--- config.mk ---
export PLATFORM = sky130hd
export DESIGN_NAME = cam_pixel_assembler
export DESIGN_NICKNAME = d
export VERILOG_FILES = /design/src/cam_pkg.sv /design/src/wb_pkg.sv /design/src/cam_pixel_assembler.sv
export SDC_FILE = /design/constraint.sdc
export NUM_CORES = 1
export LEC_CHECK = 0
export ABC_AREA = 1
export BUFFER_PORTS_ARGS = -buffer_cell sky130_fd_sc_hd__buf_4
export CORE_UTILIZATION = 50
export CTS_CLUSTER_SIZE = 10
export DETAILED_ROUTE_END_ITERATION = 10
export PLACE_DENSITY = 0.73
export SLEW_MARGIN = 20
export SYNTH_ARGS = -nofsm -noshare
export SYNTH_HDL_FRONTEND = slang
export SYNTH_SLANG_ARGS = --single-unit
--- constraint.sdc ---
create_clock -name clk_camera -period 1.7 [get_ports clk_camera]
set_input_delay 0.17 -clock clk_camera [delete_from_list [all_inputs] [get_ports clk_camera]]
set_output_delay 0.17 -clock clk_camera [all_outputs]
set_load 0.02 [all_outputs]
--- src/cam_pkg.sv ---
package cam_pkg;

    // camera raster as delivered on the parallel bus
    localparam int cam_width = 1280;
    localparam int cam_height = 720;

    // down-sample by 1 << decim_shift in both directions
    localparam int decim_shift = 2;

    // stored image after down-sampling
    localparam int fb_width = cam_width >> decim_shift;
    localparam int fb_height = cam_height >> decim_shift;
    localparam int fb_depth = fb_width * fb_height;
    localparam int fb_addr_bits = $clog2(fb_depth);

    // column and row counter widths
    localparam int hcount_bits = $clog2(cam_width);
    localparam int vcount_bits = $clog2(cam_height);

    // rgb565, one memory word per pixel
    typedef logic [15:0] pixel_t;

    // raw camera pins, before the synchronizer
    typedef struct packed {
        logic [7:0] data;
        logic       pclk;
        logic       hsync;
        logic       vsync;
    } cam_bus_t;

    // assembler output, each flag is a single-cycle pulse
    typedef struct packed {
        logic   pixel_done;
        logic   line_end;
        logic   frame_end;
        pixel_t pixel;
    } cam_event_t;

    // position of the pixel the next pixel_done completes
    typedef struct packed {
        logic [hcount_bits-1:0] hcount;
        logic [vcount_bits-1:0] vcount;
    } cam_coord_t;

    // one registered frame-buffer write
    typedef struct packed {
        logic                    en;
        logic [fb_addr_bits-1:0] addr;
        pixel_t                  data;
    } fb_write_t;

endpackage

--- src/wb_pkg.sv ---
package wb_pkg;

    // the host port addresses frame-buffer words directly
    localparam int wb_adr_bits = cam_pkg::fb_addr_bits;

    // one pixel per bus word
    localparam int wb_dat_bits = 16;

    // master to slave, classic cycle without bursts or byte selects
    typedef struct packed {
        logic                   cyc;
        logic                   stb;
        logic                   we;
        logic [wb_adr_bits-1:0] adr;
        logic [wb_dat_bits-1:0] dat;
    } wb_req_t;

    // slave to master
    // dat is only meaningful in the ack cycle of a read
    typedef struct packed {
        logic                   ack;
        logic [wb_dat_bits-1:0] dat;
    } wb_rsp_t;

endpackage

--- src/cam_pixel_assembler.sv ---
`timescale 1ns/1ps

module cam_pixel_assembler (
    input  logic                clk_camera,
    input  logic                recent_reset,
    input  cam_pkg::cam_bus_t   cam_bus,
    output cam_pkg::cam_event_t cam_event
);
    import cam_pkg::*;
    import wb_pkg::*;

    typedef enum logic {
        await_high,
        await_low
    } asm_state_t;

    // two-stage synchronizer, sync_q2 is the sampled bus
    cam_bus_t   sync_q1;
    cam_bus_t   sync_q2;
    // previous sampled control pins for edge detection
    logic       prev_pclk;
    logic       prev_hsync;
    logic       prev_vsync;
    logic       pclk_rise;
    logic       hsync_fall;
    logic       vsync_fall;
    logic       byte_valid;
    asm_state_t state;
    logic [7:0] high_byte;
    logic       pixel_done_q;
    logic       line_end_q;
    logic       frame_end_q;
    pixel_t     pixel_q;

    always_ff @(posedge clk_camera) begin
        if (recent_reset) begin
            sync_q1    <= '0;
            sync_q2    <= '0;
            prev_pclk  <= 1'b0;
            prev_hsync <= 1'b0;
            prev_vsync <= 1'b0;
        end else begin
            sync_q1    <= cam_bus;
            sync_q2    <= sync_q1;
            prev_pclk  <= sync_q2.pclk;
            prev_hsync <= sync_q2.hsync;
            prev_vsync <= sync_q2.vsync;
        end
    end

    assign pclk_rise  = sync_q2.pclk && !prev_pclk;
    assign hsync_fall = prev_hsync && !sync_q2.hsync;
    assign vsync_fall = prev_vsync && !sync_q2.vsync;
    // bytes only count inside an active line of an active frame
    assign byte_valid = pclk_rise && sync_q2.hsync && sync_q2.vsync;

    always_ff @(posedge clk_camera) begin
        if (recent_reset) begin
            state        <= await_high;
            pixel_done_q <= 1'b0;
            line_end_q   <= 1'b0;
            frame_end_q  <= 1'b0;
        end else begin
            pixel_done_q <= 1'b0;
            line_end_q   <= hsync_fall;
            frame_end_q  <= vsync_fall;
            if (hsync_fall || vsync_fall) begin
                // a half pixel left at the end of a line is dropped
                state <= await_high;
            end else if (byte_valid) begin
                if (state == await_high) begin
                    state <= await_low;
                end else begin
                    state        <= await_high;
                    pixel_done_q <= 1'b1;
                end
            end
        end
    end

    // pixel payload, qualified by pixel_done
    always_ff @(posedge clk_camera) begin
        if (byte_valid && state == await_high) begin
            high_byte <= sync_q2.data;
        end
        if (byte_valid && state == await_low) begin
            // high byte arrives first on the bus
            pixel_q <= {high_byte, sync_q2.data};
        end
    end

    assign cam_event = '{
        pixel_done: pixel_done_q,
        line_end:   line_end_q,
        frame_end:  frame_end_q,
        pixel:      pixel_q
    };

endmodule

**Word-level counts from Yosys, hierarchy flattened**

Index checks and enable logic that the tools add are counted.

- Mux-type cells: 2
- Bitwise operators: 2
- Reductions and logical operators: 13

Operators by type and width:

| kind | number |
|---|---|
| $logic_and A1 B1 Y1 | 7 |
| $logic_not A1 Y1 | 3 |
| $reduce_or A3 Y1 | 1 |
| $mux W1 | 2 |
| $not A1 Y1 | 2 |
| $reduce_or A2 Y1 | 1 |
| $logic_or A1 B1 Y1 | 1 |

- Register bits after elaboration: 53
- Bits of input ports: 13
- Output and inout port bits: 19
- Word-level logic and storage cells: 34

**Depth between registers and ports, before layout**

- Depth in word-level cells: 6
- Mapped depth: 6
- Depth with buffers taken out: 6

**Least setup slack after synthesis**

No wires, ideal clock.

- Path type: flip-flop to flip-flop
- From: register sync_q2[2] (netlist bit)
- To: register pixel_q[0] (enable)
- Library setup time: 0.364 ns
- Arrival time: 0.864 ns
- Path slack: 0.473 ns
- Cell stages (with the launch flop): 5
- Clock period less this slack: 1.227 ns
- Cells stage by stage: dfxtp_1 inv_1 nor2_2 nand3_1 inv_1

- Cells in the longest elaborated chain, start to end: 4

RTL lines:

| what | RTL line | RTL |
|---|---|---|
| from (decl) | cam_pixel_assembler.sv:19 | `cam_bus_t sync_q2;` |
| from (signal assigned) | cam_pixel_assembler.sv:44 | `sync_q2 <= sync_q1;` |
| $logic_and A1 B1 Y1 | cam_pixel_assembler.sv:51 | `assign pclk_rise = sync_q2.pclk && !prev_pclk;` |
| $logic_and A1 B1 Y1 (2 in a row) | cam_pixel_assembler.sv:55 | `assign byte_valid = pclk_rise && sync_q2.hsync && sync_q2.vsync;` |
| $logic_and A1 B1 Y1 | cam_pixel_assembler.sv:86 | `if (byte_valid && state == await_low) begin` |
| to (signal assigned) | cam_pixel_assembler.sv:88 | `pixel_q <= {high_byte, sync_q2.data};` |
| to (decl) | cam_pixel_assembler.sv:33 | `pixel_t pixel_q;` |

Every way passes these cells.
A chain may end at the register's enable or synchronous reset.

**Worst setup path after layout**

- From: register sync_q2[2] (netlist bit)
- To: register pixel_q[7] (enable)

The elaborated chain is that of the path after synthesis.

==> results.md <==
* Number of buffers inserted to repair setup after CTS at 0
* Global-route wire length before repair at approximately 3.1 mm
* Flops & latches, synth at between 50 and 60
* Number of distinct standard cells referenced by the synthesized netlist at 10
* Final setup violation count at 0
* Worst min-delay path category: input port to flop
* Post-synthesis area per instance at roughly 13 um^2
* Overflow left after global routing at 0
* Post-Syn Nets at around 140
* Required time worst endpoint at 1.71 ns
* Maximum ir drop on the vdd rail at ~0.64 mV
* Final Util at between 60% and 70%
* Post-route cell area at around 2100 um^2
* Clock latency on the worst-skew pair at between 0.3 and 0.4 ns
* Maximum number of pins on one net before global-route repair at 29
* Most common cell after layout, fill and taps aside: buf_4
* Clock tree root buffer cell: clkbuf_4
* Commonest cells after routing, fill and taps aside: 32 x buf_4, 30 x nor2_1, 29 x dfxtp_1
* Number of synthesis warnings at 0
* Slew margin rel. at a little over 60%
* CP Capture Type: flop
* Antenna violations before repair at 0
* Placeable core region at between 3000 and 4000 um^2
* Total Routed Length at 1.97 mm
* NumNets Final at about 180
* Area grow syn2layout at 28.0%
* WL/cell at a little over 9 um
* Unrepaired setup endpoints after global routing: false
* Starting Density at between 50% and 60%
* Via count of the first global-routing pass at ~770
* Number of vias per cell after detailed routing at between 4 and 5
* LEAKAGE at just over 0.9 nW
* Number of vias after detailed routing at around 900
* Data arrival time at the worst-slack endpoint at 1.41 ns
* Tcrit/Tclk final at between 80% and 90%
* Non-filler instance count after layout at around 220
* Number of standard cells after synthesis at 126
* Post-layout worst setup margin at 0.303 ns
* Area post-placement at between 1500 and 2000 um^2
* Max Transition Viols Final at 0
* Max FO, Critical Path at 16
* Power per cell area at 1090 nW/um^2
* Time the worst path needs with I/O delays and setup at ~1.4 ns
* Clock tree buffer depth at 2
* Quantity of I/O buffers inserted on ports at 31
* Horizontal die dimension at between 50 and 60 um
* Final setup TNS at 0 ns
* Power consumption at around 2.3 mW
* Fraction of final layout cells sized beyond drive strength 1 at around 25%
* Total Die Area at ~3500 um^2
* Count of antenna diodes in the layout at 0
* Reg area at roughly 1300 um^2
* Sequential cell area fraction in the yosys report at 79.9%
* CTS tree: done
* Worst hold slack at around 0.15 ns
* Max Freq at 716 MHz
* Clock sinks at between 50 and 60
* CTS H-tree depth at 2
* Post-Synthesis Cell Area at ~1600 um^2
* Die boundary height at between 50 and 60 um
* Largest area contributor in the synthesized netlist: edfxtp_1
* Post-CTS clock slew at the launch and capture registers of the worst setup and hold paths at between 0.1 and 0.15 ns
* Cts bufs inserted at 5
* Gpl congestion at ~0.73
* Total area of multi-input combinational cells at around 170 um^2
* Fraction of synthesized cell area taken by the top area cell type at ~44%
* Setup CP Type: flop to flop
* Hold violation total from the final report at 0
* Top area cells in the synthesized netlist: edfxtp_1 44%, dfxtp_1 36%, nor2_1 6.9%, inv_1 6.5%, buf_6 2.1%
* Placed cells at 196
* Total routing resource utilization after global routing at a little over an eighth
* Least-Margin Pin Slew at 0.575 ns
* Worst slack, placed at 0.322 ns
* Half-perimeter wire length after placement at between 1 and 1.5 mm
* DRC viols at 0
* Routed Antenna Nets at 0
* Router iterations before antenna repair at 4
* I/O pin cnt at 32
* Standard-cell row count at 20
* Run status: finished, final reports clean
* Nature of the critical path startpoint: flop
* Max-capacitance violation count at 0
* Worst-case clock skew at 0.0119 ns
* Fillcell total at 230
* Violation count after the first detailed-route iteration at 13
critical path: stages, from the launching register on:
cell and delay, ns:
dfxtp_1 0.33, inv_1 0.05, nor2_2 0.10, nand3_1 0.12, inv_1 0.45
Yosys cell counts (all sizes together):
cell / number
nand3b: 1
buf: 6
nor2: 31
nand3: 1
edfxtp: 24
inv: 28
nand2: 6
dfxtp: 29
flip-flops by register name, summed over array words and instances (netlist names), 8 cells and up:
register,cells
high_byte,8
pixel_q,16
sync_q2,11
sync_q1,11
timing repair:
action,in CTS,in global routing
hold buffers,11,0
gates resized for setup,0,0
hold endpoints to repair,11,0
logic make-up (layout without fill, tap and decap cells):
family	after synthesis	after routing	share of synthesized area, %
buf+inv	34	79	9.91
flops	53	53	79.9
simple gates	39	39	10.2
where the power goes:
part	switching [mW]	internal, mW	total, mW
sequential	0.00886	1.35	1.36
combinational	0.0323	0.0475	0.0798
clock	0.370	0.463	0.833
path summary, 6_finish.rpt:
check | slack [ns] | cells past startpoint | endpoint | startpoint
worst min register to register | 0.41 | 2 | sync_q2[7]$_SDFF_PP0_ | sync_q1[7]$_SDFF_PP0_
worst max-delay path | 0.30 | 4 | pixel_q[7]$_DFFE_PP_ | sync_q2[2]$_SDFF_PP0_
worst min-delay path | 0.15 | 2 | sync_q1[2]$_SDFF_PP0_ | recent_reset
worst max register to register | 0.30 | 4 | pixel_q[7]$_DFFE_PP_ | sync_q2[2]$_SDFF_PP0_
layer usage:
metal	share of wire [%]	wire [um]	track usage, %	up-vias
li1	-	-	-	464
met1	41	805	12.5	396
met2	51	1000	23.4	29
met3	5.5	108	6.55	7
met4	2.5	50	8.16	0
met5	0	0	0	-
cell type report:
type / instances / area share, %
Clock buffer: 5 / 1.80
Clock inverter: 3 / 3.30
Inverter: 28 / 5.04
Multi-Input combinational cell: 39 / 7.98
Sequential cell: 53 / 62.4
Tap cell: 44 / 2.64
Timing Repair Buffer: 43 / 16.8
(Power assumes the default switching activity.)
