==> src/cam_pkg.sv <==
package cam_pkg;

    // camera raster as delivered on the parallel bus
    localparam int cam_width = 1280;
    localparam int cam_height = 720;

    // down-sample by 1 << decim_shift in both directions
    localparam int decim_shift = 2;

    // stored image after down-sampling
    localparam int fb_width = cam_width >> decim_shift;
    localparam int fb_height = cam_height >> decim_shift;
    localparam int fb_depth = fb_width * fb_height;
    localparam int fb_addr_bits = $clog2(fb_depth);

    // column and row counter widths
    localparam int hcount_bits = $clog2(cam_width);
    localparam int vcount_bits = $clog2(cam_height);

    // rgb565, one memory word per pixel
    typedef logic [15:0] pixel_t;

    // raw camera pins, before the synchronizer
    typedef struct packed {
        logic [7:0] data;
        logic       pclk;
        logic       hsync;
        logic       vsync;
    } cam_bus_t;

    // assembler output, each flag is a single-cycle pulse
    typedef struct packed {
        logic   pixel_done;
        logic   line_end;
        logic   frame_end;
        pixel_t pixel;
    } cam_event_t;

    // position of the pixel the next pixel_done completes
    typedef struct packed {
        logic [hcount_bits-1:0] hcount;
        logic [vcount_bits-1:0] vcount;
    } cam_coord_t;

    // one registered frame-buffer write
    typedef struct packed {
        logic                    en;
        logic [fb_addr_bits-1:0] addr;
        pixel_t                  data;
    } fb_write_t;

endpackage

==> src/wb_pkg.sv <==
package wb_pkg;

    // the host port addresses frame-buffer words directly
    localparam int wb_adr_bits = cam_pkg::fb_addr_bits;

    // one pixel per bus word
    localparam int wb_dat_bits = 16;

    // master to slave, classic cycle without bursts or byte selects
    typedef struct packed {
        logic                   cyc;
        logic                   stb;
        logic                   we;
        logic [wb_adr_bits-1:0] adr;
        logic [wb_dat_bits-1:0] dat;
    } wb_req_t;

    // slave to master
    // dat is only meaningful in the ack cycle of a read
    typedef struct packed {
        logic                   ack;
        logic [wb_dat_bits-1:0] dat;
    } wb_rsp_t;

endpackage

==> src/cam_decimator.sv <==
`timescale 1ns/1ps

module cam_decimator (
    input  logic                clk_camera,
    input  logic                recent_reset,
    input  cam_pkg::cam_event_t cam_event,
    input  cam_pkg::cam_coord_t coord,
    output cam_pkg::fb_write_t  fb_write
);
    import cam_pkg::*;
    import wb_pkg::*;

    logic                    keep;
    logic [fb_addr_bits-1:0] col;
    logic [fb_addr_bits-1:0] row;
    logic [fb_addr_bits-1:0] addr_next;
    logic                    en_q;
    logic [fb_addr_bits-1:0] addr_q;
    pixel_t                  data_q;

    // one pixel in sixteen, low bits of both counters zero
    assign keep = cam_event.pixel_done
               && (coord.hcount[decim_shift-1:0] == '0)
               && (coord.vcount[decim_shift-1:0] == '0);

    // frame-buffer coordinates after down-sampling
    assign col = fb_addr_bits'(coord.hcount >> decim_shift);
    assign row = fb_addr_bits'(coord.vcount >> decim_shift);

    // row-major, fb_width words per stored row
    assign addr_next = col + row * fb_addr_bits'(fb_width);

    always_ff @(posedge clk_camera) begin
        if (recent_reset) begin
            en_q <= 1'b0;
        end else begin
            en_q <= keep;
        end
    end

    always_ff @(posedge clk_camera) begin
        if (keep) begin
            addr_q <= addr_next;
            data_q <= cam_event.pixel;
        end
    end

    assign fb_write = '{
        en:   en_q,
        addr: addr_q,
        data: data_q
    };

endmodule

==> config.mk <==
export PLATFORM = sky130hd
export DESIGN_NAME = cam_decimator
export DESIGN_NICKNAME = d
export VERILOG_FILES = /design/src/cam_pkg.sv /design/src/wb_pkg.sv /design/src/cam_decimator.sv
export SDC_FILE = /design/constraint.sdc
export NUM_CORES = 1
export LEC_CHECK = 0
export BUFFER_PORTS_ARGS = -buffer_cell sky130_fd_sc_hd__buf_2
export CAP_MARGIN = 20
export CORE_ASPECT_RATIO = 0.5
export CORE_MARGIN = 4
export CORE_UTILIZATION = 49
export DETAILED_ROUTE_END_ITERATION = 10
export PLACE_DENSITY_LB_ADDON = 0.3
export SYNTH_ARGS = -nofsm -noshare
export SYNTH_HDL_FRONTEND = slang
export SYNTH_SLANG_ARGS = --single-unit
==> constraint.sdc <==
create_clock -name clk_camera -period 10.3 [get_ports clk_camera]
set_input_delay 0 -clock clk_camera [delete_from_list [all_inputs] [get_ports clk_camera]]
set_output_delay 0 -clock clk_camera [all_outputs]
set_load 0.01 [all_outputs]
Word-level counts from Yosys, hierarchy flattened
Cells that the tools add are included.
Word-level totals
  flip-flop bits (word level): 33
  latch bits: 0
  bits in writable memories: 0
  bits in read-only memories: 0
  bits of input ports: 42
  output and inout port bits: 33
  logic and storage cells: 9
  memories: 0
Cells by class
  add/sub/neg operators: 1
  multiply operators: 1
  divide/modulo/power cells: 0
  order comparisons: 0
  eq/ne operators: 0
  shifts and indexed selects: 0
  mux-type cells: 0
  bitwise operators: 0
  reduce and logical (&&, ||, !) cells: 4
Operators with widths (number)
  9-bit by 16-bit adder with 16-bit output: 1
  8-bit by 3-bit multiplier with 10-bit output, second input constant: 1
  2-bit logical NOT: 2
  1-bit logical AND: 2

Longest topological paths before layout
Gate-level depths: netlist (run 1).
  word-level depth: 3
  gate-level depth with buffers: 8
  depth with buffers taken out: 8

Worst setup path before layout (run 1)
OpenSTA, ideal clock, no wires.
  kind: input -> register
  from: in coord[1] (netlist name)
  to: reg addr_q[0] (enable)
  setup time: 507 ps
  arrival: 3257 ps
  data required time: 9793 ps
  setup slack: 6536 ps
  stages: 1
  path buffers: 0
  path through: nor4_1
Between the ends
  cells in the longest elaborated chain, start to end: 2
RTL lines
  from (decl): line cam_decimator.sv:7  | input cam_pkg::cam_coord_t coord,
  2-bit logical NOT: line cam_decimator.sv:24  | && (coord.vcount[decim_shift-1:0] == '0);
  1-bit logical AND: line cam_decimator.sv:24
  to (signal assigned): line cam_decimator.sv:43  | addr_q <= addr_next;
  to (decl): line cam_decimator.sv:18  | logic [fb_addr_bits-1:0] addr_q;
No other way between the ends.
A chain may end at the register's enable or synchronous reset.

Worst setup path in the final report (run 1)
  from: in coord[3] (netlist name)
  to: reg addr_q[14], data pin
Between the ends
  cells in the longest elaborated chain, start to end: 2
RTL lines
  8-bit by 3-bit multiplier with 10-bit output: line cam_decimator.sv:31  | assign addr_next = col + row * fb_addr_bits'(fb_width);
  9-bit by 16-bit adder with 16-bit output: line cam_decimator.sv:31
  via addr_next[14]: line cam_decimator.sv:16  | logic [fb_addr_bits-1:0] addr_next;
The timed path passes the listed nets, and every way through them passes these cells.

==> qor.yml, run 1 <==
drt:
  drc: 0
  met2_length_um: 1834
  drt_first_pass_iters: 4
  wl_met1_um: 1357
  drt-initial-drc-count: 42
  wire_per_inst_um: 14.14
  drtAntennaViolNets: 0
  top_layer: "met4"
  wirelength_um: 3451
  dr_wl_met3_um: 233
  vias: 1146
  vias_per_cell: 4.697
cts:
  ctsRootBufferMaster: "clkbuf_8"
  htreeDepth: 2
  cts_tree: "done"
  clkSlewWorstSetupHoldPaths_ns: 0.06
  clkSinkCount: 33
  cts_made_buffers: 5
  cts_buffer_depth: 2
  cts_resized: 0
floorplan:
  die-area_sq_um: 4164
  die_w_um: 87.35
  num_rows: 14
  core-area_sq_um: 3013
  start_util: 0.5120
  die_y_um: 47.68
  ios: 75
logic_synthesis:
  ys_seq_elements: 33
  yosys_warnings: 0
  synth-edff-count: 32
  synth.distinct_cells: 27
  ys_dominant_reg_cell: "edfxtp_1"
  synthArstFlopShare: 0
  synth_nets: 160
  netlist_instances: 101
  syn_area_per_cell_sq_um: 15.27
  synth_top_area_share: 0.6229
  synthTopCellsByArea: "edfxtp_1 62%, ha_1 12%, xnor2_1 4.5%, fa_1 2.6%, nor2_1 2.2%"
  synth_top_area_cell: "edfxtp_1"
  synth_area_sq_um: 1543
  synth_seq_area_share: 0.6358
grt:
  grt_max_degree: 34
  overflow: 0
  grt_pass1_wl_um: 5057
  grt_usage: 0.1704
  grt_pass1_vias: 1084
  antenna_found_initial: 0
worst_setup_path:
  cp.required_ns: 10.32
  max_stage_delay_ns: 0.41
  cp_slowest_cell: "fa_1"
  cp_num_cells: 9
  worstPathArrival_ns: 2.04
  crit_path_start: "coord[3]"
  crit_family: "adder cells"
  path_max_fanout: 3
  crit_path_end_kind: "register"
  start_kind: "primary input"
  path_common_cell: "ha_1"
  path_buf_inv: 1
  worstSetupEndpoint: "addr_q[14]"
  crit_chain: "buf_2, ha_1, ha_1, fa_1, a211oi_1, nor2_1, xor2_1, nand3_1, xnor2_1"
  critical_path_class: "in2reg"
sta:
  tightest_slew_ns: 0.4113
  drv_slew: 0
  fin_crit_sh: 0.1966
  setup_violations: 0
  hold_viol: 0
  fin_crit_ns: 2.025
  timing.fmax_mhz: 493.9
  slew-limit-headroom: 0.7252
  setup-tns-final_ns: 0
  rsz0062_at_grt: "false"
place:
  hpwl_um: 2205
  port_buffers: 72
  gp_congestion: 0.7867
finish:
  final_common_cell: "buf_2"
  drive_gt1_frac: 0.4069
  fin_nets: 262
  final_cell_mix: "72 x buf_2, 32 x edfxtp_1, 23 x dlygate4sd3_1, 15 x ha_1, 9 x nor2_1"
  antenna_cells: 0
  final_util: 0.7533
  syn2layout_area_growth_pct: 47.12
pwr:
  p_per_area_nw_per_um2: 132.5
  vdd_drop_max_mv: 0.1062
  leakage_uw: 0.0009981
run_status:
  status: "completed"
job:
  drv_cap: 0
hold_path:
  hold_class: "in2reg"
==> registers in the layout (all words and copies together), names as in the netlist <==
name and cells:
addr_q 16, data_q 16, en_q 1
==> through the flow <==
stage	total power, uW	hold slack [ns]	cells	area [sq um]	worst slack [ns]
2_1_floorplan	191.8	0.07161	101	1543	6.536
3_3_place_gp	206.5	0.1598	213	1959	8.027
3_5_place_dp	208.1	0.1691	213	1959	7.996
4_1_cts	301.5	0.04785	244	2270	8.279
5_1_grt	315.5	0.05802	244	2270	8.124
6_report	300.7	0.04181	244	2270	8.275
==> cell usage after synthesis, drive strengths merged (2+ instances only) <==
library cell   n
edfxtp        32
ha            15
nor2           9
xnor2          8
inv            6
o21ai          4
a21oi          3
xor2           3
a211oi         2
fa             2
nand2          2
nor2b          2
o2111ai        2
==> what timing repair did <==
| item | CTS | global route |
|---|---|---|
| setup buffers | 0 | 0 |
| endpoints found under the hold margin | 23 | 0 |
| hold buffers | 23 | 0 |
==> metal layers <==
metal,vias up,track usage
met5,-,0
li1,579,-
met2,38,0.3368
met1,527,0.1865
met3,2,0.04467
met4,0,0.05505
==> kinds of logic after synthesis <==
family,Yosys count,synth area share
compound gates,13,0.06082
xor+xnor,11,0.06245
fa+ha+maj,17,0.1476
buf+inv,7,0.01947
flops,33,0.6358
simple gates,20,0.07380
==> area by class of cell <==
type / count / area (sq um)
Clock buffer: 8 / 80.08
Fill cell: 210 / 743.2
Inverter: 6 / 22.52
Multi-Input combinational cell: 61 / 538.0
Sequential cell: 33 / 980.9
Tap cell: 40 / 50.05
Timing Repair Buffer: 96 / 598.1
==> report_power, final <==
group / internal, uW / total (uW) / switching (uW)
clock: 47.9 / 88.2 / 40.3
combinational: 30.6 / 59.2 / 28.6
sequential: 153 / 153 / 0.580
total: 231 / 301 / 69.5
==> how the worst min path moves through the flow <==
| stage | start | to | slack (ns) | cells past startpoint |
|---|---|---|---|---|
| after detailed placement | recent_reset | en_q | 0.17 | 2 |
| final | coord[18] | addr_q[6] | 0.04 | 2 |
| after global placement | recent_reset | en_q | 0.16 | 2 |
| after floorplan | recent_reset | en_q | 0.07 | 1 |
| after global routing | coord[18] | addr_q[6] | 0.06 | 2 |
| after CTS | coord[18] | addr_q[6] | 0.05 | 2 |
No activity file was read; power rests on OpenSTA's default activity.
==> inputs of run 2 (changes only) <==
--- a/config.mk
+++ b/config.mk
@@ -9,7 +9,7 @@
 export CAP_MARGIN = 20
 export CORE_ASPECT_RATIO = 0.5
 export CORE_MARGIN = 4
-export CORE_UTILIZATION = 49
+export CORE_UTILIZATION = 41
 export DETAILED_ROUTE_END_ITERATION = 10
 export PLACE_DENSITY_LB_ADDON = 0.3
 export SYNTH_ARGS = -nofsm -noshare
==> constraint.sdc (replaced) <==
create_clock -name clk_camera -period 1.6 [get_ports clk_camera]
set_input_delay 0 -clock clk_camera [delete_from_list [all_inputs] [get_ports clk_camera]]
set_output_delay 0 -clock clk_camera [all_outputs]
set_load 0.01 [all_outputs]
==> run 2 against run 1 <==
  * Utilization shrank 1.2 points
  * Critical path depth shrank 1
  * Hold slack lost 0.020 ns
  * Clock-buffer cell count shrank 2
  * First-iteration DRC count shrank 38%
  * Non-clock buffer count grew 20
  * Sequential cell count is the same
  * Largest cell class unchanged
  * Largest power group unchanged
==> qor.yml, run 2 (synthesis results as in run 1) <==
floorplan:
  start_util: 0.4372  # -0.07481
  die_w_um: 94.75  # +8.5%
  core-area_sq_um: 3528  # +17%
  num_rows: 15  # +1
  die-area_sq_um: 4868  # +17%
  ios: 75  # unchanged
  die_y_um: 51.38  # +7.8%
finish:
  top_regs: "addr_q (16), data_q (16), en_q (1)"
  syn2layout_area_growth_pct: 69.51
  final_common_cell: "buf_2"
  final_cell_mix: "70 x buf_2, 32 x edfxtp_1, 23 x dlygate4sd3_1, 21 x buf_4, 9 x nor2_1"
  drive_gt1_frac: 0.5402  # +0.1333
  fin_nets: 282  # +7.6%
  antenna_cells: 0  # unchanged
  n_fill_cell: 232  # +10%
grt:
  grt_pass1_vias: 1353  # +25%
  antenna_found_initial: 0  # unchanged
  grt_usage: 0.1649  # -0.005512
  grt_pass1_wl_um: 5975  # +18%
  overflow: 0  # unchanged
  grt_max_degree: 34  # unchanged
worst_setup_path:
  start_kind: "primary input"
  path_max_fanout: 3  # unchanged
  crit_path_end_kind: "register"
  worstPathArrival_ns: 1.62  # -0.42 ns
  cp.required_ns: 1.63  # -8.69 ns
  critical_path_class: "in2reg"
sta:
  slew-limit-headroom: 0.7429  # +0.01770
  timing.fmax_mhz: 626.3
  rsz0062_at_grt: "true"
  drv_slew: 0  # unchanged
  hold_ws_ns: 0.02210  # -0.01970 ns
  setup_violations: 0  # unchanged
  fin_crit_sh: 0.9979
  fin_crit_ns: 1.597
  hold_viol: 0  # unchanged
  tightest_slew_ns: 0.3856  # -0.02566 ns
  layout_setup_ws_ns: 0.003334  # -8.272 ns
hold_path:
  hold_class: "in2reg"
cts:
  clkSinkCount: 33  # unchanged
  cts_tree: "done"
  htreeDepth: 2  # unchanged
  cts_buffer_depth: 2  # unchanged
  postCtsSetupRepairBufs: 0  # unchanged
  cts_made_buffers: 5  # unchanged
  clkSlewWorstSetupHoldPaths_ns: 0.06  # about the same
  ctsRootBufferMaster: "clkbuf_8"
drt:
  wirelength_um: 3798  # +10%
  drt_first_pass_iters: 4  # unchanged
  wire_per_inst_um: 13.81  # -2.4%
  vias_per_cell: 4.516  # -3.8%
  drt-initial-drc-count: 26  # -38%
  drc: 0  # unchanged
  vias: 1242  # +8.4%
  drtAntennaViolNets: 0  # unchanged
job:
  drv_cap: 0  # unchanged
pwr:
  fin_total_pwr_uw: 2131  # +610%
  vdd_drop_max_mv: 0.3494  # +230%
  p_per_area_nw_per_um2: 814.9  # +520%
  leakage_uw: 0.001122  # +12%
place:
  gp_congestion: 0.7710  # -2.0%
  port_buffers: 72  # unchanged
  hpwl_um: 2518  # +14%
  post-place-ws_ns: -0.3958  # -8.392 ns
run_status:
  status: "completed"
## run 2: cell types whose count changed in the layout (fill, tap and decap cells not counted), moves of 2 or more
cell,delta
buf_4,+20
buf_6,+2
buf_2,-2
ha_4,+8
ha_1,-9
clkinv_2,+2
clkbuf_1,-2
## run 2: through the flow
step	cell area (sq um)	TNS, ns	util	std cells
after floorplan	1645	-0.5902	-	101
after global placement	2220	-1.380	0.6291	244
after detailed placement	2220	-1.534	0.6291	244
after CTS	2559	-0.1100	0.7252	275
after global routing	2615	-0.2190	0.7411	275
final	2615	0	0.7411	275
## run 2: layout make-up
class | count | area (sq um) | share of cell area
multi-input cells | 61 | 704.4 | 0.2694
clock buffers | 6 | 72.57 | 0.02775
repair buffers | 116 | 760.7 | 0.2909
inverters | 6 | 22.52 | 0.008612
clock inverters | 2 | 10.01 | 0.003828
well taps | 51 | 63.81 | 0.02440
flip-flops and latches | 33 | 980.9 | 0.3751
## run 2: repair_timing
action / 4_1_cts / 5_1_grt
hold buffers: 23 / 0
gates resized for setup: 6 / 5
setup endpoints to repair: 3 / 4
hold endpoints to repair: 23 / 0
pin swaps: 3 / 3
## run 2: metal layers
layer	wire length [um]	GRT usage
met5	0	0
met4	104	0.09330
met3	328	0.05147
met2	1960	0.3116
met1	1404	0.1604
## run 2: final timing paths
kind	start	endpoint	slack [ns]	cells after the start
max	coord[4]	addr_q[15]	0.003	8
min	coord[18]	addr_q[6]	0.02	2
## run 2: worst max-delay path, cell delays in order
cell       delay [ns]
buf_2            0.13
ha_4             0.26
ha_4             0.26
a211oi_2         0.08
or4b_4           0.54
o2111ai_4        0.11
nand4_2          0.11
xnor2_1          0.13
## run 2: where the power goes
part | switching [uW] | internal (uW) | total (uW)
Sequential | 4.00 | 983 | 987
Combinational | 237 | 329 | 566
Clock | 277 | 301 | 578
