### src/cam_pkg.sv
package cam_pkg;

    // camera raster as delivered on the parallel bus
    localparam int cam_width = 1280;
    localparam int cam_height = 720;

    // down-sample by 1 << decim_shift in both directions
    localparam int decim_shift = 2;

    // stored image after down-sampling
    localparam int fb_width = cam_width >> decim_shift;
    localparam int fb_height = cam_height >> decim_shift;
    localparam int fb_depth = fb_width * fb_height;
    localparam int fb_addr_bits = $clog2(fb_depth);

    // column and row counter widths
    localparam int hcount_bits = $clog2(cam_width);
    localparam int vcount_bits = $clog2(cam_height);

    // rgb565, one memory word per pixel
    typedef logic [15:0] pixel_t;

    // raw camera pins, before the synchronizer
    typedef struct packed {
        logic [7:0] data;
        logic       pclk;
        logic       hsync;
        logic       vsync;
    } cam_bus_t;

    // assembler output, each flag is a single-cycle pulse
    typedef struct packed {
        logic   pixel_done;
        logic   line_end;
        logic   frame_end;
        pixel_t pixel;
    } cam_event_t;

    // position of the pixel the next pixel_done completes
    typedef struct packed {
        logic [hcount_bits-1:0] hcount;
        logic [vcount_bits-1:0] vcount;
    } cam_coord_t;

    // one registered frame-buffer write
    typedef struct packed {
        logic                    en;
        logic [fb_addr_bits-1:0] addr;
        pixel_t                  data;
    } fb_write_t;

endpackage

### src/wb_pkg.sv
package wb_pkg;

    // the host port addresses frame-buffer words directly
    localparam int wb_adr_bits = cam_pkg::fb_addr_bits;

    // one pixel per bus word
    localparam int wb_dat_bits = 16;

    // master to slave, classic cycle without bursts or byte selects
    typedef struct packed {
        logic                   cyc;
        logic                   stb;
        logic                   we;
        logic [wb_adr_bits-1:0] adr;
        logic [wb_dat_bits-1:0] dat;
    } wb_req_t;

    // slave to master
    // dat is only meaningful in the ack cycle of a read
    typedef struct packed {
        logic                   ack;
        logic [wb_dat_bits-1:0] dat;
    } wb_rsp_t;

endpackage

### src/cam_position_counter.sv
`timescale 1ns/1ps

module cam_position_counter (
    input  logic                clk_camera,
    input  logic                recent_reset,
    input  cam_pkg::cam_event_t cam_event,
    output cam_pkg::cam_coord_t coord
);
    import cam_pkg::*;
    import wb_pkg::*;

    logic [hcount_bits-1:0] hcount;
    logic [vcount_bits-1:0] vcount;
    logic                   h_last;
    logic                   v_last;

    // saturation points, so an overlong line or frame
    // stays on the last column or row and never wraps to zero
    assign h_last = (hcount == hcount_bits'(cam_width - 1));
    assign v_last = (vcount == vcount_bits'(cam_height - 1));

    always_ff @(posedge clk_camera) begin
        if (recent_reset) begin
            hcount <= '0;
            vcount <= '0;
        end else if (cam_event.frame_end) begin
            // vsync low, next pixel is the top left corner
            hcount <= '0;
            vcount <= '0;
        end else if (cam_event.line_end) begin
            hcount <= '0;
            if (!v_last) begin
                vcount <= vcount + 1'b1;
            end
        end else if (cam_event.pixel_done) begin
            if (!h_last) begin
                hcount <= hcount + 1'b1;
            end
        end
    end

    // still the current pixel's position in the pixel_done cycle
    assign coord = '{
        hcount: hcount,
        vcount: vcount
    };

endmodule

### config.mk
export PLATFORM = sky130hd
export DESIGN_NAME = cam_position_counter
export DESIGN_NICKNAME = d
export VERILOG_FILES = /design/src/cam_pkg.sv /design/src/wb_pkg.sv /design/src/cam_position_counter.sv
export SDC_FILE = /design/constraint.sdc
export NUM_CORES = 1
export LEC_CHECK = 0
export BUFFER_PORTS_ARGS = -buffer_cell sky130_fd_sc_hd__buf_2
export CORE_MARGIN = 2
export CORE_UTILIZATION = 48
export CTS_CLUSTER_DIAMETER = 150
export DETAILED_ROUTE_END_ITERATION = 8
export GPL_TIMING_DRIVEN = 0
export PLACE_DENSITY = 0.78
export SLEW_MARGIN = 20
export SYNTH_ARGS = -nofsm -noshare
export SYNTH_HDL_FRONTEND = slang
export SYNTH_SLANG_ARGS = --single-unit
### constraint.sdc
create_clock -name clk_camera -period 2 [get_ports clk_camera]
set_input_delay 0.3 -clock clk_camera [delete_from_list [all_inputs] [get_ports clk_camera]]
set_output_delay 0.3 -clock clk_camera [all_outputs]
set_load 0.01 [all_outputs]
* Word level (Yosys, flattened, before mapping) *
Index checks and enable logic that the tools add are counted.

word-level totals
  logic and storage cells = 12
  bits of input ports = 21
  output and inout bits = 21
  bits in latches = 0
  flip-flop bits (word level) = 21
  memories = 0
  bits in writable memories = 0
  bits in read-only memories = 0

operators by class
  equality and inequality tests = 2
  $mul = 0
  shifts and indexed selects = 0
  reduce and logical (&&, ||, !) cells = 4
  divide/modulo/power cells = 0
  add/subtract/negate cells = 2
  multiplexer cells = 0
  $lt $le $gt $ge = 0
  bitwise operators = 2

operators with widths
  kind                                                              number
  11-bit by 1-bit adder with 11-bit output (second input constant)  1
  11-bit == test (second input constant)                            1
  10-bit by 1-bit adder with 10-bit output (second input constant)  1
  10-bit == test (second input constant)                            1
  2-bit AND reduction                                               2
  3-bit OR reduction                                                1
  1-bit inverter                                                    2
  2-bit OR reduction                                                1

* Logic depth before layout (Yosys ltp) *
Gate-level depths: netlist of run 1.

  word-level depth = 3
  depth in mapped cells = 5
  gate-level depth less buffers = 4

* Worst setup path after synthesis of run 1 *
No wires, ideal clock.

  kind = reg2reg
  start = register vcount[0]
  end = register vcount[8]
  path buffers = 0
  arrival = 1419 ps
  clock period less this slack = 1489 ps
  stages on the path, launching flop included = 5
  path slack = 511 ps
  required time = 1930 ps
  cell sequence = dfxtp_1 ha_1 nand3_1 or4_1 a21oi_1

between the ends
  longest elaborated chain between the ends = 3
  elaborated cells between the ends (all ways) = 4
  those cells by class = add/sub: 1; eq/ne: 1; bitwise: 1; reduce/logical: 1

ends and longest elaborated chain
  item                                                                              RTL line                    source
  start: declaration                                                                cam_position_counter.sv:13  logic [vcount_bits-1:0] vcount;
  start signal: assignment                                                          cam_position_counter.sv:33  vcount <= vcount + 1'b1;
  branches (longest 3 deep; another with 10-bit by 1-bit adder with 10-bit output)  -

Several ways; the timed one is not identified.
A chain may end at the register's enable or synchronous reset.

* Final worst setup path of run 1 *
  start = register hcount[0]
  end = register hcount[10]

between the ends
  longest elaborated chain between the ends = 3
  elaborated cells between the ends (all ways) = 4
  those cells by class = add/sub: 1; eq/ne: 1; bitwise: 1; reduce/logical: 1

ends and longest elaborated chain
  item                                                                              RTL line                    source
  start: declaration                                                                cam_position_counter.sv:12  logic [hcount_bits-1:0] hcount;
  start signal: assignment                                                          cam_position_counter.sv:37  hcount <= hcount + 1'b1;
  branches (longest 3 deep; another with 11-bit by 1-bit adder with 11-bit output)  -

Several ways; the timed one is not identified.

==> results by group, run 1 <==
Timing
  • Max-slew headroom: 70.0%
  • Period Utilization, post-route: 83.6%
  • RSZ-0062 raised after global routing: false
  • Slew @ Worst Pin: 439 ps
  • Post-route setup slack: between 300 and 400 ps
  • Final setup violation count: 0
  • Final hold violation count: 0
  • Slew Limit Fails: 0
  • Final min period: approximately 1700 ps
  • Setup_tns: 0 ps
  • Max Freq: approximately 600 MHz
  • Clock skew: between 6 and 7 ps

Floorplanning
  • Starting Density: 50.3%
  • IO Pins: 42
  • Cell row count: 17
  • Core area: ~0.0022 sq mm
  • Die width: roughly 52 um
  • Die height: around 52 um
  • Total die area: between 0.002 and 0.003 sq mm

Synthesis
  • Synth cell types: 36
  • Fraction of registers with async set/reset: 0%
  • Post-synth EDFFs: 0
  • Post-Synth Adder-Cell Area: 2.25%
  • Xor-xnor portion of the synthesized cell area: 0%
  • Simple-Gate Fraction of Synth Area: 30.4%
  • Syn_area_per_cell: around 8.7 sq um
  • Seq/Total Area, Yosys: between 30% and 40%
  • Synth Flop Type: dfxtp_1
  • Area leader, netlist: dfxtp_1
  • Synth Register Bits: 21
  • Largest family of logic cells by synthesized area: simple AND/OR/NAND/NOR gates
  • Yosys top cell area share: between 30% and 40%
  • Synth Instances: between 100 and 150
  • Post-synthesis mux area share: ~6.3%
  • Net Count, Synth: around 150
  • Ys Warns: 0
  • Ranking of synthesized cells by area: dfxtp_1 38%, mux2i_1 6.3%, nand2_1 5.4%
  • Most common cell in the netlist: dfxtp_1
  • Post-Synthesis Cell Area: about 0.0011 sq mm
  • Post-synth top cells: 21 x dfxtp_1, 16 x nand2_1, 8 x a21oi_1, 8 x inv_1, 7 x mux2i_1
  • Post-synthesis compound-gate area fraction: 18.8%

Clock network
  • Cts hold-fix bufs: 0
  • CTS Sinks: 21
  • Worst skew pair latency: around 290 ps
  • Post-CTS Setup Inserts: 0
  • CTS tree: done
  • TritonCTS buffer count: 3
  • CTS Root Cell: clkbuf_4
  • H-tree depth: 1
  • Clock Tree Buf Depth: 2
  • Clock transition at path regs: around 120 ps
  • Post-CTS Resized: 0

GRT
  • GR Util All Layers: approximately 19%
  • Vias in the first global route: 956
  • Pin count of the biggest net entering global routing: 12
  • Congestion Overflow GR: 0
  • First-pass GRT wire length: roughly 4000 um
  • Initial antenna violation count: 0

Pwr
  • Total chip power: around 0.66 mW
  • LEAKAGE: 0.503 nW
  • Peak supply drop: slightly below 400 uV
  • Pwr dens: a little over 500 mW/mm^2

Worst setup path
  • Critical path class: register to register
  • CP arrival: between 1500 and 2000 ps
  • Reg-to-Reg End: hcount[10]$_SDFFE_PP0P_
  • CP endpoint kind: register
  • Data required, critical path: 2230 ps
  • CP startpoint kind: register
  • Reg-to-reg startpoint: hcount[0]$_SDFFE_PP0P_
  • Flop2flop setup slack: between 300 and 400 ps
  • Worst Setup SP: hcount[0]$_SDFFE_PP0P_
  • Worst setup path endpoint: hcount[10]$_SDFFE_PP0P_
  • FF-to-FF path depth: 4
  • Crit-path max FO: 7

Detailed routing
  • Detail Route Antenna Nets: 0
  • Drt wl/cell: approximately 13 um
  • DRC viols: 0
  • Pre-antenna DRT Iters: 6
  • Iter 0 DRT Violations: 14
  • Detailed-route via count: 1081
  • DRT Wirelength: 2420 um
  • Via density: around 6

Finish
  • Layout cell share with drive strength beyond 1: between 20% and 30%
  • Number of fill cells: between 200 and 250
  • Multi-input logic area: about 640 sq um
  • Area growth syn-to-layout: 16.3%
  • Net total in the final layout: 180
  • Diodes inserted: 0
  • Sequential cell area: 420 sq um

Placed design
  • Port Buffers: 24
  • Worst slack, placed: between 300 and 400 ps
  • Gpl congestion: ~0.75
  • Final HPWL DP: between 1500 and 2000 um

Worst hold path
  • Hold crit path type: input pin to register

Outcome
  • Status: completed

Flow run
  • Number of max-cap violations: 0
-- state kept, by name (all words and copies together), names as in the netlist --
register,flops
hcount,11
vcount,10
-- worst min-delay path by stage --
stage                                       start                      end  slack, ps  cells after the start
after floorplan                      recent_reset   vcount[0]$_SDFFE_PP0P_        480                      2
after global placement    hcount[10]$_SDFFE_PP0P_  hcount[10]$_SDFFE_PP0P_        480                      2
after detailed placement   vcount[8]$_SDFFE_PP0P_   vcount[8]$_SDFFE_PP0P_        500                      2
after CTS                            recent_reset   vcount[0]$_SDFFE_PP0P_        340                      3
after global routing                cam_event[17]   vcount[2]$_SDFFE_PP0P_        340                      3
final                               cam_event[17]   hcount[4]$_SDFFE_PP0P_        340                      3
-- layout by cell type (no fill, tap or decap), types with 2 or more instances in the layout --
| cell | instances |
|---|---|
| nand3_1 | 5 |
| a211oi_1 | 5 |
| clkbuf_1 | 2 |
| o21ai_0 | 6 |
| mux2i_1 | 7 |
| or4_1 | 4 |
| a31oi_1 | 4 |
| and3_1 | 5 |
| clkbuf_4 | 3 |
| a21oi_1 | 8 |
| o31ai_1 | 4 |
| and4_1 | 2 |
| inv_1 | 8 |
| a41oi_1 | 2 |
| nand2_1 | 16 |
| ha_1 | 2 |
| nor4_1 | 4 |
| dfxtp_1 | 21 |
| nand2b_1 | 2 |
| nand4_1 | 4 |
| and2_1 | 2 |
| buf_2 | 25 |
-- power by group --
| group | total, mW | internal [mW] | switching [mW] | leakage, nW |
|---|---|---|---|---|
| Combinational | 0.0360 | 0.0151 | 0.0209 | 0.319 |
| Sequential | 0.424 | 0.420 | 0.00396 | 0.169 |
| Clock | 0.200 | 0.0775 | 0.122 | 0.0150 |
| Total | 0.660 | 0.513 | 0.147 | 0.503 |
-- kinds of logic after synthesis --
family | Yosys count
and+or+nand+nor | 55
AOI/OAI and AO/OA | 32
DFF | 21
buffers and inverters | 11
muxes | 7
adders and majority gates | 2
-- critical path, cell delays in order (launching register included) --
cell,delay (ps)
dfxtp_1,450
ha_1,260
nand4_1,240
nor4_1,430
mux2i_1,230
-- stage by stage --
stage                     cells  utilization, %  hold slack, ps  cell area [sq um]
after floorplan             128               -             479               1110
after global placement      180            57.4             482               1270
after detailed placement    180            57.4             495               1270
after CTS                   184            58.5             340               1290
after global routing        184            58.5             342               1290
final                       184            58.5             345               1290
-- metal layers --
metal | vias up | wire, um | GRT usage, % | part of all wire, %
met5 | - | 0 | 0 | 0
met4 | 0 | 47 | 10.3 | 1.9
met3 | 6 | 99 | 2.59 | 4.1
met2 | 30 | 1170 | 33.3 | 48
met1 | 497 | 1100 | 23.3 | 46
li1 | 548 | - | - | -
-- layout make-up --
type	count	share of cell area [%]
inverter	8	2.32
multi-input combinational	96	49.7
timing repair buffer	24	9.28
buffer	3	1.55
sequential	21	32.5
tap	28	2.71
clock buffer	4	2.03
No activity file was read; power rests on OpenSTA's default activity.
==> inputs of run 2 (changes only) <==
- CORE_UTILIZATION: 48 -> 43
- PLACE_DENSITY: 0.78 -> 0.74
- clock period: 2 -> 1.4 ns (I/O delays scaled with it)
==> run 2 against run 1 <==
  * The flow now finishes with violations (negative setup slack)
  * Setup slack got worse by 330 ps
  * Register-to-register slack got worse by 330 ps
  * Die area increased by 11%
  * Global-route usage decreased by 0.26 points
  * Count of clock-buffer cells in the layout unchanged
  * Critical path depth increased by 1
  * Hold slack got worse by 130 ps
  * Sequential power increased by 41%
  * Critical path type unchanged
  * Largest cell class unchanged
==> results by group, run 2 (same netlist as run 1, synthesis figures left out) <==
Outcome
  • Status: complete, but fails checks
  • Failing checks: negative setup slack

Pwr
  • Clk network pwr share: 31.5% (+1.2 points)
  • Pint: 0.732 mW (+43%)
  • Pwr dens: 659 mW/mm^2 (+29%)
  • LEAKAGE: 0.559 nW (+11%)
  • NetSw: 0.230 mW (+56%)
  • Peak supply drop: 419 uV (+6.7%)
  • Total chip power: 0.962 mW (+46%)
  • Part of the power in registers: 62.2% (-2.1 points)
  • Comb pwr share: 6.3% (+0.8 points)
  • Sw Ratio: 23.9% (+1.6 points)

Detailed routing
  • Detail Route Antenna Nets: 0 (unchanged)
  • DRT Wirelength: 2760 um (+14%)
  • DRC viols: 0 (unchanged)
  • WL met3: 120 um (+21%)
  • Drt wl/cell: 14.3 um (+8.9%)
  • Top routing layer in use: met3
  • Wl on met1: 1160 um (+5.4%)
  • Detailed-route via count: 1171 (+8.3%)
  • Via density: 6.07 (+3.3%)
  • Iter 0 DRT Violations: 31 (+17)
  • Met2 routed WL: 1480 um (+27%)
  • Pre-antenna DRT Iters: 4 (-2)

Worst setup path
  • Stages on worst setup path: 5 (+1)
  • Delay-heaviest family, CP: simple AND/OR/NAND/NOR gates
  • CP endpoint kind: register
  • CP Buf/Inv Count: 1 (+1)
  • Crit-path max FO: 6 (-1)
  • Critical Path, Cell by Cell: ha_4 > nand4_1 > buf_4 > nor4_1 > nor3b_1
  • Worst path slowest cell: dfxtp_4
  • CP max stage delay: 400 ps (-50 ps)
  • Critical path class: register to register
  • FF-to-FF path depth: 5 (+1)
  • Data required, critical path: 1600 ps (-630 ps)
  • CP startpoint kind: register
  • CP arrival: 1600 ps (-300 ps)

Worst hold path
  • Hold crit path type: input pin to register
  • Hold path cells: 3 (unchanged)

Clock network
  • CTS Sinks: 21 (unchanged)
  • Clock transition at path regs: 120 ps (about the same)
  • Worst skew pair latency: 300 ps (about the same)
  • Clock Tree Buf Depth: 2 (unchanged)
  • H-tree depth: 1 (unchanged)
  • TritonCTS buffer count: 3 (unchanged)
  • Cts hold-fix bufs: 0 (unchanged)
  • CTS Root Cell: clkbuf_4
  • CTS tree: done

Placed design
  • Port Buffers: 24 (unchanged)
  • Final HPWL DP: 1810 um (-1.5%)
  • Cell count after placement: 182 (+1.1%)
  • Gpl congestion: 0.741 (-0.76%)

Timing
  • Max-slew headroom: 75.7% (+5.8 points)
  • Clock skew: 5.43 ps (-0.909 ps)
  • RSZ-0062 raised after global routing: true
  • Final min period: 1400 ps (-271 ps)
  • Setup_tns: -0.276 ps (-0.276 ps)
  • Max Freq: 714 MHz (+19%)
  • Final hold violation count: 0 (unchanged)
  • Slew Limit Fails: 0 (unchanged)
  • Post-route setup slack: -0.276 ps (-329 ps)
  • Period Utilization, post-route: 100% (+16 points)
  • Slew @ Worst Pin: 364 ps (-75.2 ps)
  • Final setup violation count: 1 (+1)

Finish
  • Largest register FFs: 11 (unchanged)
  • Area growth syn-to-layout: 31.1%
  • Commonest non-fill, non-tap cells in the layout: 25 x buf_2, 16 x nand2_1, 11 x dfxtp_1, 8 x inv_1
  • Layout cell share with drive strength beyond 1: 38.0% (+16 points)
  • Largest Register: hcount
  • Diodes inserted: 0 (unchanged)
  • Net total in the final layout: 187 (+3.9%)
  • Biggest regs: hcount x11, vcount x10
  • Commonest non-fill, non-tap cell in the layout: buf_2
  • Non-filler cells, final: 193 (+4.9%)

GRT
  • Pin count of the biggest net entering global routing: 12 (unchanged)
  • Initial antenna violation count: 0 (unchanged)
  • GR Util All Layers: 19.1% (-0.26 points)
  • First-pass GRT wire length: 4220 um (+6.4%)
  • Congestion Overflow GR: 0 (unchanged)
  • Vias in the first global route: 1007 (+5.3%)

Floorplanning
  • Cell row count: 18 (+1)
  • Total die area: 0.00301 sq mm (+11%)
  • Starting Density: 45.4% (-5.0 points)
  • IO Pins: 42 (unchanged)
  • Core area: 0.00245 sq mm (+11%)
  • Die width: 54.9 um (+5.2%)
  • Die height: 54.9 um (+5.2%)

Flow run
  • Number of max-cap violations: 0 (unchanged)
## run 2: layout make-up
type	count	area, sq um
Fill cell	215	995
Multi-Input combinational cell	96	731
Sequential cell	21	443
Timing Repair Buffer	31	173
Tap cell	30	37.5
Inverter	8	30.0
Clock buffer	4	26.3
Buffer	3	20.0
## run 2: power by group through the flow
stage          registers [mW]  logic (mW)  clock network, mW
6_report                0.599      0.0604              0.303
5_1_grt                 0.599      0.0667              0.331
4_1_cts                 0.599      0.0565              0.305
3_5_place_dp            0.619      0.0504                  0
3_3_place_gp            0.619      0.0498                  0
2_1_floorplan           0.620      0.0317                  0
## run 2: worst min-delay path: cells and delay by family
| family | cells | cell delay, ps |
|---|---|---|
| mux | 1 | 60 |
| buf+inv | 1 | 110 |
| simple gates | 1 | 100 |
## run 2: metrics by stage
| stage | util (%) | area (sq um) | worst slack [ps] | hold WS (ps) |
|---|---|---|---|---|
| 2_1_floorplan | - | 1130 | 5.71 | 382 |
| 3_5_place_dp | 52.6 | 1290 | -102 | 490 |
| 3_3_place_gp | 52.6 | 1290 | -74.5 | 476 |
| 6_report | 59.5 | 1460 | -0.276 | 212 |
| 5_1_grt | 59.5 | 1460 | -63.6 | 222 |
| 4_1_cts | 56.2 | 1380 | 17.9 | 203 |
## run 2: final timing paths
path / from / endpoint / slack [ps]
worst max-delay path: hcount[0]$_SDFFE_PP0P_ / hcount[6]$_SDFFE_PP0P_ / -0.3
worst min-delay path: recent_reset / vcount[0]$_SDFFE_PP0P_ / 210
worst max register to register: hcount[0]$_SDFFE_PP0P_ / hcount[6]$_SDFFE_PP0P_ / -0.3
worst min register to register: hcount[8]$_SDFFE_PP0P_ / hcount[8]$_SDFFE_PP0P_ / 500
## run 2: timing repair
action | in CTS | in global routing
buffers inserted | 2 | 5
endpoints found under the hold margin | 0 | 0
gates cloned | 0 | 0
resized for setup | 10 | 12
pin swaps | 2 | 1
endpoints found under the setup margin | 8 | 11
## run 2: routing by layer
| layer | vias up | global-route usage (%) |
|---|---|---|
| met5 | - | 0 |
| met3 | 0 | 3.49 |
| met4 | 0 | 7.72 |
| met1 | 579 | 22.0 |
| met2 | 26 | 34.5 |
| li1 | 566 | - |
